--- config.mk ---
export PLATFORM = sky130hd
export DESIGN_NAME = mips_alu_core
export DESIGN_NICKNAME = d
export VERILOG_FILES = /design/src/mips_isa_pkg.sv /design/src/core_ctl_pkg.sv /design/src/insn_decode.sv /design/src/alu_execute.sv /design/src/writeback_result.sv /design/src/mips_alu_core.sv
export SDC_FILE = /design/constraint.sdc
export NUM_CORES = 2
export LEC_CHECK = 0
export ABC_AREA = 1
export BUFFER_PORTS_ARGS = -buffer_cell sky130_fd_sc_hd__buf_2
export CORE_ASPECT_RATIO = 1.25
export CORE_UTILIZATION = 40
export CTS_BUF_LIST = sky130_fd_sc_hd__clkbuf_4 sky130_fd_sc_hd__clkbuf_8
export DETAILED_ROUTE_END_ITERATION = 7
export PLACE_DENSITY = 0.53
export SLEW_MARGIN = 10
export SYNTH_ARGS = -nofsm -noshare
export SYNTH_HDL_FRONTEND = slang
export SYNTH_HIERARCHICAL = 1
export SYNTH_SLANG_ARGS = --single-unit
--- constraint.sdc ---
create_clock -name clk -period 4.95 [get_ports clk]
set_input_delay 0.2475 -clock clk [delete_from_list [all_inputs] [get_ports clk]]
set_output_delay 0.2475 -clock clk [all_outputs]
set_load 0.02 [all_outputs]
--- src/mips_isa_pkg.sv ---
package mips_isa_pkg;

    // ==========================================================
    // Field types
    // ==========================================================
    typedef logic [31:0] word_t;
    typedef logic [4:0]  reg_addr_t;
    typedef logic [15:0] imm_t;
    typedef logic [5:0]  opcode_t;
    typedef logic [5:0]  funct_t;

    localparam int NUM_REGS = 32;

    // Bit positions of the instruction fields.
    localparam int OPCODE_LSB = 26;
    localparam int RS_LSB     = 21;
    localparam int RT_LSB     = 16;
    localparam int RD_LSB     = 11;
    localparam int SHAMT_LSB  = 6;

    // ==========================================================
    // Primary opcodes
    // ==========================================================
    localparam opcode_t OP_RTYPE = 6'h00;
    localparam opcode_t OP_ADDI  = 6'h08;
    localparam opcode_t OP_ADDIU = 6'h09;
    localparam opcode_t OP_SLTI  = 6'h0a;
    localparam opcode_t OP_SLTIU = 6'h0b;
    localparam opcode_t OP_ANDI  = 6'h0c;
    localparam opcode_t OP_ORI   = 6'h0d;
    localparam opcode_t OP_XORI  = 6'h0e;
    localparam opcode_t OP_LUI   = 6'h0f;

    // Function field values for SPECIAL.
    localparam funct_t F_SLL  = 6'h00;
    localparam funct_t F_SRL  = 6'h02;
    localparam funct_t F_SRA  = 6'h03;
    localparam funct_t F_SLLV = 6'h04;
    localparam funct_t F_SRLV = 6'h06;
    localparam funct_t F_SRAV = 6'h07;
    localparam funct_t F_ADD  = 6'h20;
    localparam funct_t F_ADDU = 6'h21;
    localparam funct_t F_SUB  = 6'h22;
    localparam funct_t F_SUBU = 6'h23;
    localparam funct_t F_AND  = 6'h24;
    localparam funct_t F_OR   = 6'h25;
    localparam funct_t F_XOR  = 6'h26;
    localparam funct_t F_NOR  = 6'h27;
    localparam funct_t F_SLT  = 6'h2a;
    localparam funct_t F_SLTU = 6'h2b;

endpackage

--- src/core_ctl_pkg.sv ---
package core_ctl_pkg;

    // ==========================================================
    // Execute control
    // ==========================================================

    // Shift distance taken from shamt or the low bits of rs.
    typedef logic [4:0] shamt_t;

    // Add and subtract wrap, so the trapping forms share these codes.
    typedef enum logic [3:0] {
        ALU_ADD,
        ALU_SUB,
        ALU_AND,
        ALU_OR,
        ALU_XOR,
        ALU_NOR,
        ALU_SLT,
        ALU_SLTU,
        ALU_SLL,
        ALU_SRL,
        ALU_SRA,
        ALU_LUI
    } alu_func_t;

    // Implicit destination of the link forms (JAL, JALR, BxxAL).
    // Those encodings are reserved here, and a reserved item carries
    // this index so it is never mistaken for an ordinary write.
    localparam mips_isa_pkg::reg_addr_t LINK_REG = 5'd31;

endpackage

--- src/insn_decode.sv ---
module insn_decode (
    input  logic                      clk,
    input  logic                      rst_n,
    input  mips_isa_pkg::word_t       instr,
    input  logic                      valid,
    output mips_isa_pkg::reg_addr_t   rs_addr,
    output mips_isa_pkg::reg_addr_t   rt_addr,
    input  mips_isa_pkg::word_t       rs_data,
    input  mips_isa_pkg::word_t       rt_data,
    output logic                      ex_valid,
    output logic                      ex_illegal,
    output core_ctl_pkg::alu_func_t   ex_func,
    output mips_isa_pkg::word_t       ex_a,
    output mips_isa_pkg::word_t       ex_b,
    output mips_isa_pkg::reg_addr_t   ex_dest
);
    import mips_isa_pkg::*;
    import core_ctl_pkg::*;

    opcode_t   opcode;
    funct_t    funct;
    reg_addr_t rs;
    reg_addr_t rt;
    reg_addr_t rd;
    shamt_t    shamt;
    imm_t      imm;
    word_t     imm_sext;
    word_t     imm_zext;

    alu_func_t dec_func;
    logic      dec_illegal;
    reg_addr_t dec_dest;
    word_t     dec_a;
    word_t     dec_b;

    assign opcode   = instr[OPCODE_LSB +: $bits(opcode_t)];
    assign rs       = instr[RS_LSB +: $bits(reg_addr_t)];
    assign rt       = instr[RT_LSB +: $bits(reg_addr_t)];
    assign rd       = instr[RD_LSB +: $bits(reg_addr_t)];
    assign shamt    = instr[SHAMT_LSB +: $bits(shamt_t)];
    assign funct    = instr[$bits(funct_t)-1:0];
    assign imm      = instr[$bits(imm_t)-1:0];
    assign imm_sext = {{16{imm[15]}}, imm};
    assign imm_zext = {16'h0000, imm};

    assign rs_addr = rs;
    assign rt_addr = rt;

    // ==========================================================
    // Opcode and function decode
    // ==========================================================
    always_comb begin
        dec_func    = ALU_ADD;
        dec_illegal = 1'b0;
        dec_dest    = rt;
        dec_a       = rs_data;
        dec_b       = imm_sext;
        case (opcode)
            OP_RTYPE: begin
                dec_dest = rd;
                dec_b    = rt_data;
                case (funct)
                    F_ADD, F_ADDU: dec_func = ALU_ADD;
                    F_SUB, F_SUBU: dec_func = ALU_SUB;
                    F_AND:         dec_func = ALU_AND;
                    F_OR:          dec_func = ALU_OR;
                    F_XOR:         dec_func = ALU_XOR;
                    F_NOR:         dec_func = ALU_NOR;
                    F_SLT:         dec_func = ALU_SLT;
                    F_SLTU:        dec_func = ALU_SLTU;
                    F_SLLV:        dec_func = ALU_SLL;
                    F_SRLV:        dec_func = ALU_SRL;
                    F_SRAV:        dec_func = ALU_SRA;
                    F_SLL, F_SRL, F_SRA: begin
                        // Fixed shifts take the distance from shamt.
                        dec_a = word_t'(shamt);
                        if (funct == F_SLL) begin
                            dec_func = ALU_SLL;
                        end else if (funct == F_SRL) begin
                            dec_func = ALU_SRL;
                        end else begin
                            dec_func = ALU_SRA;
                        end
                    end
                    default: begin
                        dec_illegal = 1'b1;
                        dec_dest    = LINK_REG;
                    end
                endcase
            end
            OP_ADDI, OP_ADDIU: dec_func = ALU_ADD;
            OP_SLTI:           dec_func = ALU_SLT;
            OP_SLTIU:          dec_func = ALU_SLTU;
            OP_LUI:            dec_func = ALU_LUI;
            OP_ANDI, OP_ORI, OP_XORI: begin
                dec_b = imm_zext;
                if (opcode == OP_ANDI) begin
                    dec_func = ALU_AND;
                end else if (opcode == OP_ORI) begin
                    dec_func = ALU_OR;
                end else begin
                    dec_func = ALU_XOR;
                end
            end
            default: begin
                dec_illegal = 1'b1;
                dec_dest    = LINK_REG;
            end
        endcase
    end

    // Decode to execute stage.
    always_ff @(posedge clk or negedge rst_n) begin
        if (!rst_n) begin
            ex_valid   <= 1'b0;
            ex_illegal <= 1'b0;
        end else begin
            ex_valid   <= valid;
            ex_illegal <= valid & dec_illegal;
        end
    end

    always_ff @(posedge clk) begin
        ex_func <= dec_func;
        ex_a    <= dec_a;
        ex_b    <= dec_b;
        ex_dest <= dec_dest;
    end

    a_instr_known: assert property (
        @(posedge clk) disable iff (!rst_n) valid |-> !$isunknown(instr)
    );

endmodule

--- src/alu_execute.sv ---
module alu_execute (
    input  logic                      ex_valid,
    input  logic                      ex_illegal,
    input  core_ctl_pkg::alu_func_t   ex_func,
    input  mips_isa_pkg::word_t       ex_a,
    input  mips_isa_pkg::word_t       ex_b,
    input  mips_isa_pkg::reg_addr_t   ex_dest,
    output logic                      res_valid,
    output logic                      res_illegal,
    output mips_isa_pkg::reg_addr_t   res_dest,
    output mips_isa_pkg::word_t       res_data
);
    import mips_isa_pkg::*;
    import core_ctl_pkg::*;

    shamt_t sa;
    logic   lt_signed;
    logic   lt_unsigned;

    // Only the low five bits of the distance count.
    assign sa = ex_a[$bits(shamt_t)-1:0];

    assign lt_signed   = $signed(ex_a) < $signed(ex_b);
    assign lt_unsigned = ex_a < ex_b;

    // ==========================================================
    // Result select
    // ==========================================================
    always_comb begin
        case (ex_func)
            ALU_ADD:  res_data = ex_a + ex_b;
            ALU_SUB:  res_data = ex_a - ex_b;
            ALU_AND:  res_data = ex_a & ex_b;
            ALU_OR:   res_data = ex_a | ex_b;
            ALU_XOR:  res_data = ex_a ^ ex_b;
            ALU_NOR:  res_data = ~(ex_a | ex_b);
            ALU_SLT:  res_data = {31'b0, lt_signed};
            ALU_SLTU: res_data = {31'b0, lt_unsigned};
            ALU_SLL:  res_data = ex_b << sa;
            ALU_SRL:  res_data = ex_b >> sa;
            ALU_SRA:  res_data = $signed(ex_b) >>> sa;
            ALU_LUI:  res_data = {ex_b[$bits(imm_t)-1:0], 16'h0000};
            default:  res_data = '0;
        endcase
    end

    // A reserved item never reaches the register file.
    assign res_valid   = ex_valid & ~ex_illegal;
    assign res_illegal = ex_illegal;
    assign res_dest    = ex_dest;

endmodule

--- src/writeback_result.sv ---
module writeback_result (
    input  logic                      clk,
    input  logic                      rst_n,
    input  logic                      res_valid,
    input  logic                      res_illegal,
    input  mips_isa_pkg::reg_addr_t   res_dest,
    input  mips_isa_pkg::word_t       res_data,
    input  mips_isa_pkg::reg_addr_t   rs_addr,
    input  mips_isa_pkg::reg_addr_t   rt_addr,
    output mips_isa_pkg::word_t       rs_data,
    output mips_isa_pkg::word_t       rt_data,
    output logic                      wb_valid,
    output logic                      illegal,
    output mips_isa_pkg::reg_addr_t   wb_reg,
    output mips_isa_pkg::word_t       wb_data
);
    import mips_isa_pkg::*;

    word_t regs [NUM_REGS];

    // r0 reads zero; a write at this edge is forwarded.
    function automatic word_t read_port(reg_addr_t addr);
        word_t value;
        if (addr == '0) begin
            value = '0;
        end else if (res_valid && res_dest == addr) begin
            value = res_data;
        end else begin
            value = regs[addr];
        end
        return value;
    endfunction

    always_comb begin
        rs_data = read_port(rs_addr);
        rt_data = read_port(rt_addr);
    end

    // ==========================================================
    // Register file and writeback registers
    // ==========================================================
    always_ff @(posedge clk or negedge rst_n) begin
        if (!rst_n) begin
            for (int i = 0; i < NUM_REGS; i++) begin
                regs[i] <= '0;
            end
        end else if (res_valid && res_dest != '0) begin
            regs[res_dest] <= res_data;
        end
    end

    always_ff @(posedge clk or negedge rst_n) begin
        if (!rst_n) begin
            wb_valid <= 1'b0;
            illegal  <= 1'b0;
        end else begin
            wb_valid <= res_valid;
            illegal  <= res_illegal;
        end
    end

    always_ff @(posedge clk) begin
        if (res_valid) begin
            wb_reg  <= res_dest;
            wb_data <= res_data;
        end
    end

    a_wb_excl: assert property (
        @(posedge clk) disable iff (!rst_n) !(wb_valid && illegal)
    );

endmodule

--- src/mips_alu_core.sv ---
module mips_alu_core (
    input  logic                      clk,
    input  logic                      rst_n,
    input  mips_isa_pkg::word_t       instr,
    input  logic                      valid,
    output logic                      wb_valid,
    output mips_isa_pkg::reg_addr_t   wb_reg,
    output mips_isa_pkg::word_t       wb_data,
    output logic                      illegal
);
    import mips_isa_pkg::*;
    import core_ctl_pkg::*;

    // Register file read ports.
    reg_addr_t rs_addr;
    reg_addr_t rt_addr;
    word_t     rs_data;
    word_t     rt_data;

    // Decode to execute stage.
    logic      ex_valid;
    logic      ex_illegal;
    alu_func_t ex_func;
    word_t     ex_a;
    word_t     ex_b;
    reg_addr_t ex_dest;

    // Execute result.
    logic      res_valid;
    logic      res_illegal;
    reg_addr_t res_dest;
    word_t     res_data;

    insn_decode decode_i (
        .clk        (clk),
        .rst_n      (rst_n),
        .instr      (instr),
        .valid      (valid),
        .rs_addr    (rs_addr),
        .rt_addr    (rt_addr),
        .rs_data    (rs_data),
        .rt_data    (rt_data),
        .ex_valid   (ex_valid),
        .ex_illegal (ex_illegal),
        .ex_func    (ex_func),
        .ex_a       (ex_a),
        .ex_b       (ex_b),
        .ex_dest    (ex_dest)
    );

    alu_execute execute_i (
        .ex_valid    (ex_valid),
        .ex_illegal  (ex_illegal),
        .ex_func     (ex_func),
        .ex_a        (ex_a),
        .ex_b        (ex_b),
        .ex_dest     (ex_dest),
        .res_valid   (res_valid),
        .res_illegal (res_illegal),
        .res_dest    (res_dest),
        .res_data    (res_data)
    );

    writeback_result writeback_i (
        .clk         (clk),
        .rst_n       (rst_n),
        .res_valid   (res_valid),
        .res_illegal (res_illegal),
        .res_dest    (res_dest),
        .res_data    (res_data),
        .rs_addr     (rs_addr),
        .rt_addr     (rt_addr),
        .rs_data     (rs_data),
        .rt_data     (rt_data),
        .wb_valid    (wb_valid),
        .illegal     (illegal),
        .wb_reg      (wb_reg),
        .wb_data     (wb_data)
    );

endmodule

[After elaboration in Yosys (flattened, before gate mapping)]
Index checks and enable logic that the tools add are counted.
Operators by class
  $add $sub $neg: 2
  bitwise gates (word level): 10
  shift-type cells: 3
  magnitude comparators: 6
  eq/ne operators: 36
  reduce and logical (&&, ||, !) cells: 15
  multiplexer cells: 27
Operator list (count)
  1024-bit bitwise mux: 1
  32-bit case mux with 12 select lines: 1
  32-bit 2-to-1 mux: 11
  32-bit binary-select mux with 5-bit select: 2
  32-bit demux with 5-bit select: 1
  32-bit less-than comparator: 2
  32-bit case mux with 2 select lines: 1
  6-bit equality test, second input constant: 10
  6-bit by 4-bit equality test with 1-bit output, second input constant: 8
  4-bit case mux with 11 select lines: 1
  32-bit adder: 1
  32-bit bitwise AND: 1
  32-bit inverter: 1
  32-bit bitwise OR: 1
  32-bit by 5-bit << shifter with 32-bit output: 1
  32-bit by 5-bit >> shifter with 32-bit output: 1
  32-bit by 5-bit >>> shifter with 32-bit output: 1
  32-bit subtractor: 1
  32-bit bitwise XOR: 1
  4-bit case mux with 5 select lines: 1
  6-bit by 3-bit equality test with 1-bit output, second input constant: 3
  6-bit greater-or-equal comparator, second input constant: 3
  5-bit inverter with 6-bit output: 3
  4-bit by 3-bit equality test with 1-bit output, second input constant: 4
  24 further kinds: 38
Storage, ports and cells
  output and inout bits: 39
  register bits after elaboration: 1138
  input port bits: 35

[Depth between registers and ports, before layout]
  depth in word-level cells: 8
  mapped depth: 24
  mapped depth without buffers: 22

[Hierarchy]
Netlist, hierarchy kept.
Modules (own cells, without submodules)
  writeback_result: cells an instance 8820, seq. area each 26785.7 sq um, area each 60301.6 sq um, times used 1
  alu_execute: cells an instance 2198, seq. area each 0.0 sq um, area each 10382.5 sq um, times used 1
  insn_decode: cells an instance 323, seq. area each 1511.4 sq um, area each 2636.3 sq um, times used 1

[Least setup slack after synthesis]
Ideal clock, no wire load.
  path kind: flip-flop to flip-flop
  start point: reg decode_i.ex_illegal
  end point: reg writeback_i/regs[871] (netlist bit)
  setup time: 136 ps
  path slack: 1132 ps
  arrival: 3682 ps
  stages on the path, launching flop included: 8
  data required time: 4814 ps
  cell sequence: dfrtp_1 > nor2_1 > inv_1 > nor3_1 > nand2_1 > clkbuf_1 > nand2_1 > o21ai_0
Between the ends
  cells in the longest elaborated chain, start to end: 3
Ends and longest elaborated chain
  start, declared: line insn_decode.sv:11  | output logic ex_illegal,
  start signal, assigned: line insn_decode.sv:119  | ex_illegal <= valid & dec_illegal;
  1-bit inverter: line alu_execute.sv:48  | assign res_valid = ex_valid & ~ex_illegal;
  1-bit bitwise AND: line alu_execute.sv:48
  net res_valid: line mips_alu_core.sv:29  | logic res_valid;
  1-bit logical AND: line writeback_result.sv:47  | end else if (res_valid && res_dest != '0) begin
  end signal, assigned by index: line writeback_result.sv:48  | regs[res_dest] <= res_data;
  end, declared: line writeback_result.sv:19  | word_t regs [NUM_REGS];
The timed path passes the listed nets, and every way through them passes these cells.
A chain may end at the register's enable or synchronous reset.

[Final worst setup path]
  start point: reg decode_i.ex_a[0]
  end point: reg decode_i.ex_a[2]
Between the ends
  cells in the longest elaborated chain, start to end: 6
  elaborated cells on any way between the ends: 10
  classes of those cells: 2 x add/sub; 3 x shift; 5 x mux
Ends and longest elaborated chain
  start, declared: line insn_decode.sv:13  | output mips_isa_pkg::word_t ex_a,
  start signal, assigned: line insn_decode.sv:125  | ex_a <= dec_a;
  32-bit subtractor (tied with other cells): line alu_execute.sv:32  | ALU_SUB: res_data = ex_a - ex_b;
  32-bit case mux with 12 select lines *: line alu_execute.sv:30  | case (ex_func)
  net res_data[2]: line mips_alu_core.sv:32  | word_t res_data;
  32-bit 2-to-1 mux *: line writeback_result.sv:26  | end else if (res_valid && res_dest == addr) begin
  32-bit 2-to-1 mux *: line writeback_result.sv:24  | if (addr == '0) begin
  net rs_data[2]: line mips_alu_core.sv:17  | word_t rs_data;
  32-bit 2-to-1 mux: line insn_decode.sv:62  | case (funct)
  32-bit 2-to-1 mux *: line insn_decode.sv:58  | case (opcode)
  net decode_i.dec_a[2]: line insn_decode.sv:33  | word_t dec_a;
Mark *: on every way through the listed nets, which the timed path passes. The rest lies on a longest branch.

==> results.json <==
{
  "outcome": "finished clean",
  "worst_pin_slew_ns": 1.222,
  "drive_gt1_share_pct": 7.383,
  "cts_root_buf": "clkbuf_8",
  "relSlewSlack_pct": 18.21,
  "grt_util_all_layers_pct": 38.68,
  "num_vias": 78730,
  "cts_tree": "yes",
  "rsz0062_at_grt": "false",
  "route.met3.wl_um": 33900,
  "largest_reg_flops": 1024,
  "setup_viol": 0,
  "critPathRequiredTime_ns": 5.89,
  "power_density_nw_per_um2": 360.7,
  "crit_arrival_ns": 5.73,
  "drt_first_pass_iters": 7,
  "fmax_mhz": 208.7,
  "cts.clk_slew.worst_paths_ns": 0.06,
  "cp-end-kind": "register",
  "wl_met2_um": 159200,
  "insertion_delay_ns": 1.04,
  "ant_nets": 0,
  "rows": 175,
  "grt-ovfl-total": 0,
  "cp-start-kind": "register",
  "area_delta_synth_final_pct": 10.92,
  "syn_avg_cell_area_um2": 6.465,
  "cts_inserted_buffers": 206,
  "multi_input_area_um2": 37100,
  "ys_seq_elements": 1138,
  "antenna_found_initial": 21,
  "period_share_pct": 96.82,
  "post-route-min-period_ns": 4.792,
  "final.setup.worst_slack_ns": 0.1576,
  "hold_violations": 0,
  "die_y_um": 480.7,
  "synth_ff_type": "dfrtp_1",
  "drt_iter0_markers": 9526,
  "wl_met1_um": 149900,
  "clock_sinks": 1138,
  "clk_path_buf_depth": 3,
  "post-place-ws_ns": 0.6330,
  "synth_area_um2": 73320,
  "register_area_um2": 28300,
  "drcViolationCount": 0,
  "cts_resized": 0,
  "clock_skew_ns": 0.08174,
  "finalSetupTns_ns": 0,
  "io-pin-count": 74,
  "grt_pass1_vias": 73850,
  "viasPerCell": 5.768,
  "gp_congestion": 1.059,
  "synth_nets": 11480,
  "dp_hpwl_um": 229100,
  "power_leakage_nw": 40.45,
  "synth_edf_count": 37,
  "ys_seq_area_share_pct": 38.59,
  "synth.distinct_cells": 51,
  "crit_type": "reg2reg",
  "yosysWarnings": 6,
  "die_area_um2": 185000,
  "min_path_type": "in2reg",
  "nFillCells": 19240,
  "die_w_um": 384.9,
  "fin_nets": 11230,
  "drt-total-wl_um": 363700,
  "start_util_pct": 40.30,
  "grt_pass1_wl_um": 521400,
  "maxSlewViolCount": 0,
  "regMostFlops": "writeback_i/regs",
  "io_buffers": 73,
  "vdd_drop_max_v": 0.0002287,
  "wl_per_cell_um": 26.65,
  "drv_cap": 0,
  "grt_start_max_net_pins": 184,
  "htree_num_levels": 4,
  "cp_max_fo": 18,
  "async_flop_share_pct": 90.33,
  "coreArea_um2": 182000,
  "highest-signal-layer": "met5",
  "synthCells": 11340
}
-- logic make-up after synthesis --
group,after synthesis,share of synthesized area [%]
compound gates,1794,13.19
simple gates,6175,35.24
flops,1138,38.59
fa+ha+maj,100,1.727
buf+inv,2131,11.22
xor+xnor,3,0.03584
-- synth_stat cells, types with 13 or more instances --
cell / number / area share, %
nand2_1: 3745 / 19
o21ai_1: 90 / 0.61
edfxtp_1: 37 / 1.5
nor3_1: 28 / 0.19
buf_1: 64 / 0.33
nor2_1: 489 / 2.5
inv_2: 13 / 0.067
or2_2: 38 / 0.32
o211ai_1: 237 / 2.4
o21ai_0: 1195 / 8.2
dfrtp_1: 1028 / 35
inv_1: 1260 / 6.5
nand4_1: 38 / 0.32
ha_1: 98 / 1.7
nand3_1: 1792 / 12
o22ai_1: 16 / 0.14
dfxtp_1: 73 / 2.0
a21oi_1: 227 / 1.5
buf_4: 27 / 0.28
buf_2: 80 / 0.55
clkbuf_1: 678 / 3.5
-- cells in the final DEF (no fill, tap or decap), drive strengths merged, types with 6 or more instances in the layout --
master       instances
edfxtp              37
nor3                30
inv               1283
a211oi               6
or2                 41
buf                336
nor2               503
o211ai             237
o22ai               16
o21ai             1285
nand3             1793
ha                  98
and2                10
o21bai              10
nand2             3750
clkbuf             337
dfxtp               73
clkinv              21
bufinv               7
dlygate4sd3         59
nand4               38
a21oi              227
dfrtp             1028
-- timing repair --
action                    in CTS  in global routing
hold buffers                  60                  0
hold endpoints to repair    1028                  0
setup buffers                  0                  0
-- metrics by stage --
step | hold slack (ns) | instances | utilization, % | cell area (µm²) | total power [W]
2_1_floorplan | -0.04809 | 11340 | - | 73320 | 0.01576
3_3_place_gp | 0.2639 | 13210 | 41.80 | 76060 | 0.01896
3_5_place_dp | 0.2664 | 13210 | 41.80 | 76060 | 0.01901
4_1_cts | 0.009517 | 13650 | 44.69 | 81310 | 0.02933
5_1_grt | 0.1137 | 13650 | 44.69 | 81320 | 0.03076
6_report | 0.1161 | 13650 | 44.70 | 81330 | 0.02934
-- cell type report --
class | count | share of cell area (%)
tap | 2389 | 3.676
timing repair buffer | 395 | 4.252
clock inverter | 36 | 0.5769
antenna | 5 | 0.01539
sequential | 1138 | 34.80
clock buffer | 337 | 5.119
inverter | 1278 | 5.948
multi-input combinational | 8072 | 45.62
-- final timing paths --
check	to	slack [ns]	start	cells after the start
setup reg to reg	decode_i/ex_a[2]$_DFF_P_	0.16	decode_i/ex_a[0]$_DFF_P_	19
hold reg to reg	writeback_i/regs[1013]$_DFFE_PN0P_	0.37	writeback_i/regs[1013]$_DFFE_PN0P_	0
min in group asynchronous	writeback_i/regs[801]$_DFFE_PN0P_	0.54	rst_n	4
setup / recovery	decode_i/ex_a[2]$_DFF_P_	0.16	decode_i/ex_a[0]$_DFF_P_	19
hold / removal	decode_i/ex_b[10]$_DFF_P_	0.12	instr[10]	4
max in group asynchronous	writeback_i/regs[692]$_DFFE_PN0P_	3.46	rst_n	4
-- layer usage --
layer / vias up / track usage (%)
met5: - / 0
met4: 18 / 20.16
met3: 844 / 7.846
met2: 4036 / 59.00
met1: 38030 / 51.51
li1: 35800 / -
-- worst max-delay path, stage by stage, from the launching register on --
cell           delay [ns]
dfxtp_1              0.37
inv_2                0.48
buf_4                0.45
nand2_1              0.35
nand3_1              0.19
nand3_1              0.12
nand2_1              0.14
nand2_1              0.12
nand2_1              0.11
nand2_1              0.06
nand2_1              0.07
nand2_1              0.06
nand4_1              0.25
buf_4                0.24
o21ai_0              0.10
a21oi_1              0.25
o21ai_0              0.12
dlygate4sd3_1        0.57
nand2_1              0.06
dlygate4sd3_1        0.55
-- report_power, final --
part           total, W  switching, W  internal, W
Sequential       0.0110      0.000601       0.0104
Clock            0.0102       0.00453      0.00569
Combinational   0.00813       0.00596      0.00217
Note: power is estimated with default switching activity, not from simulation.
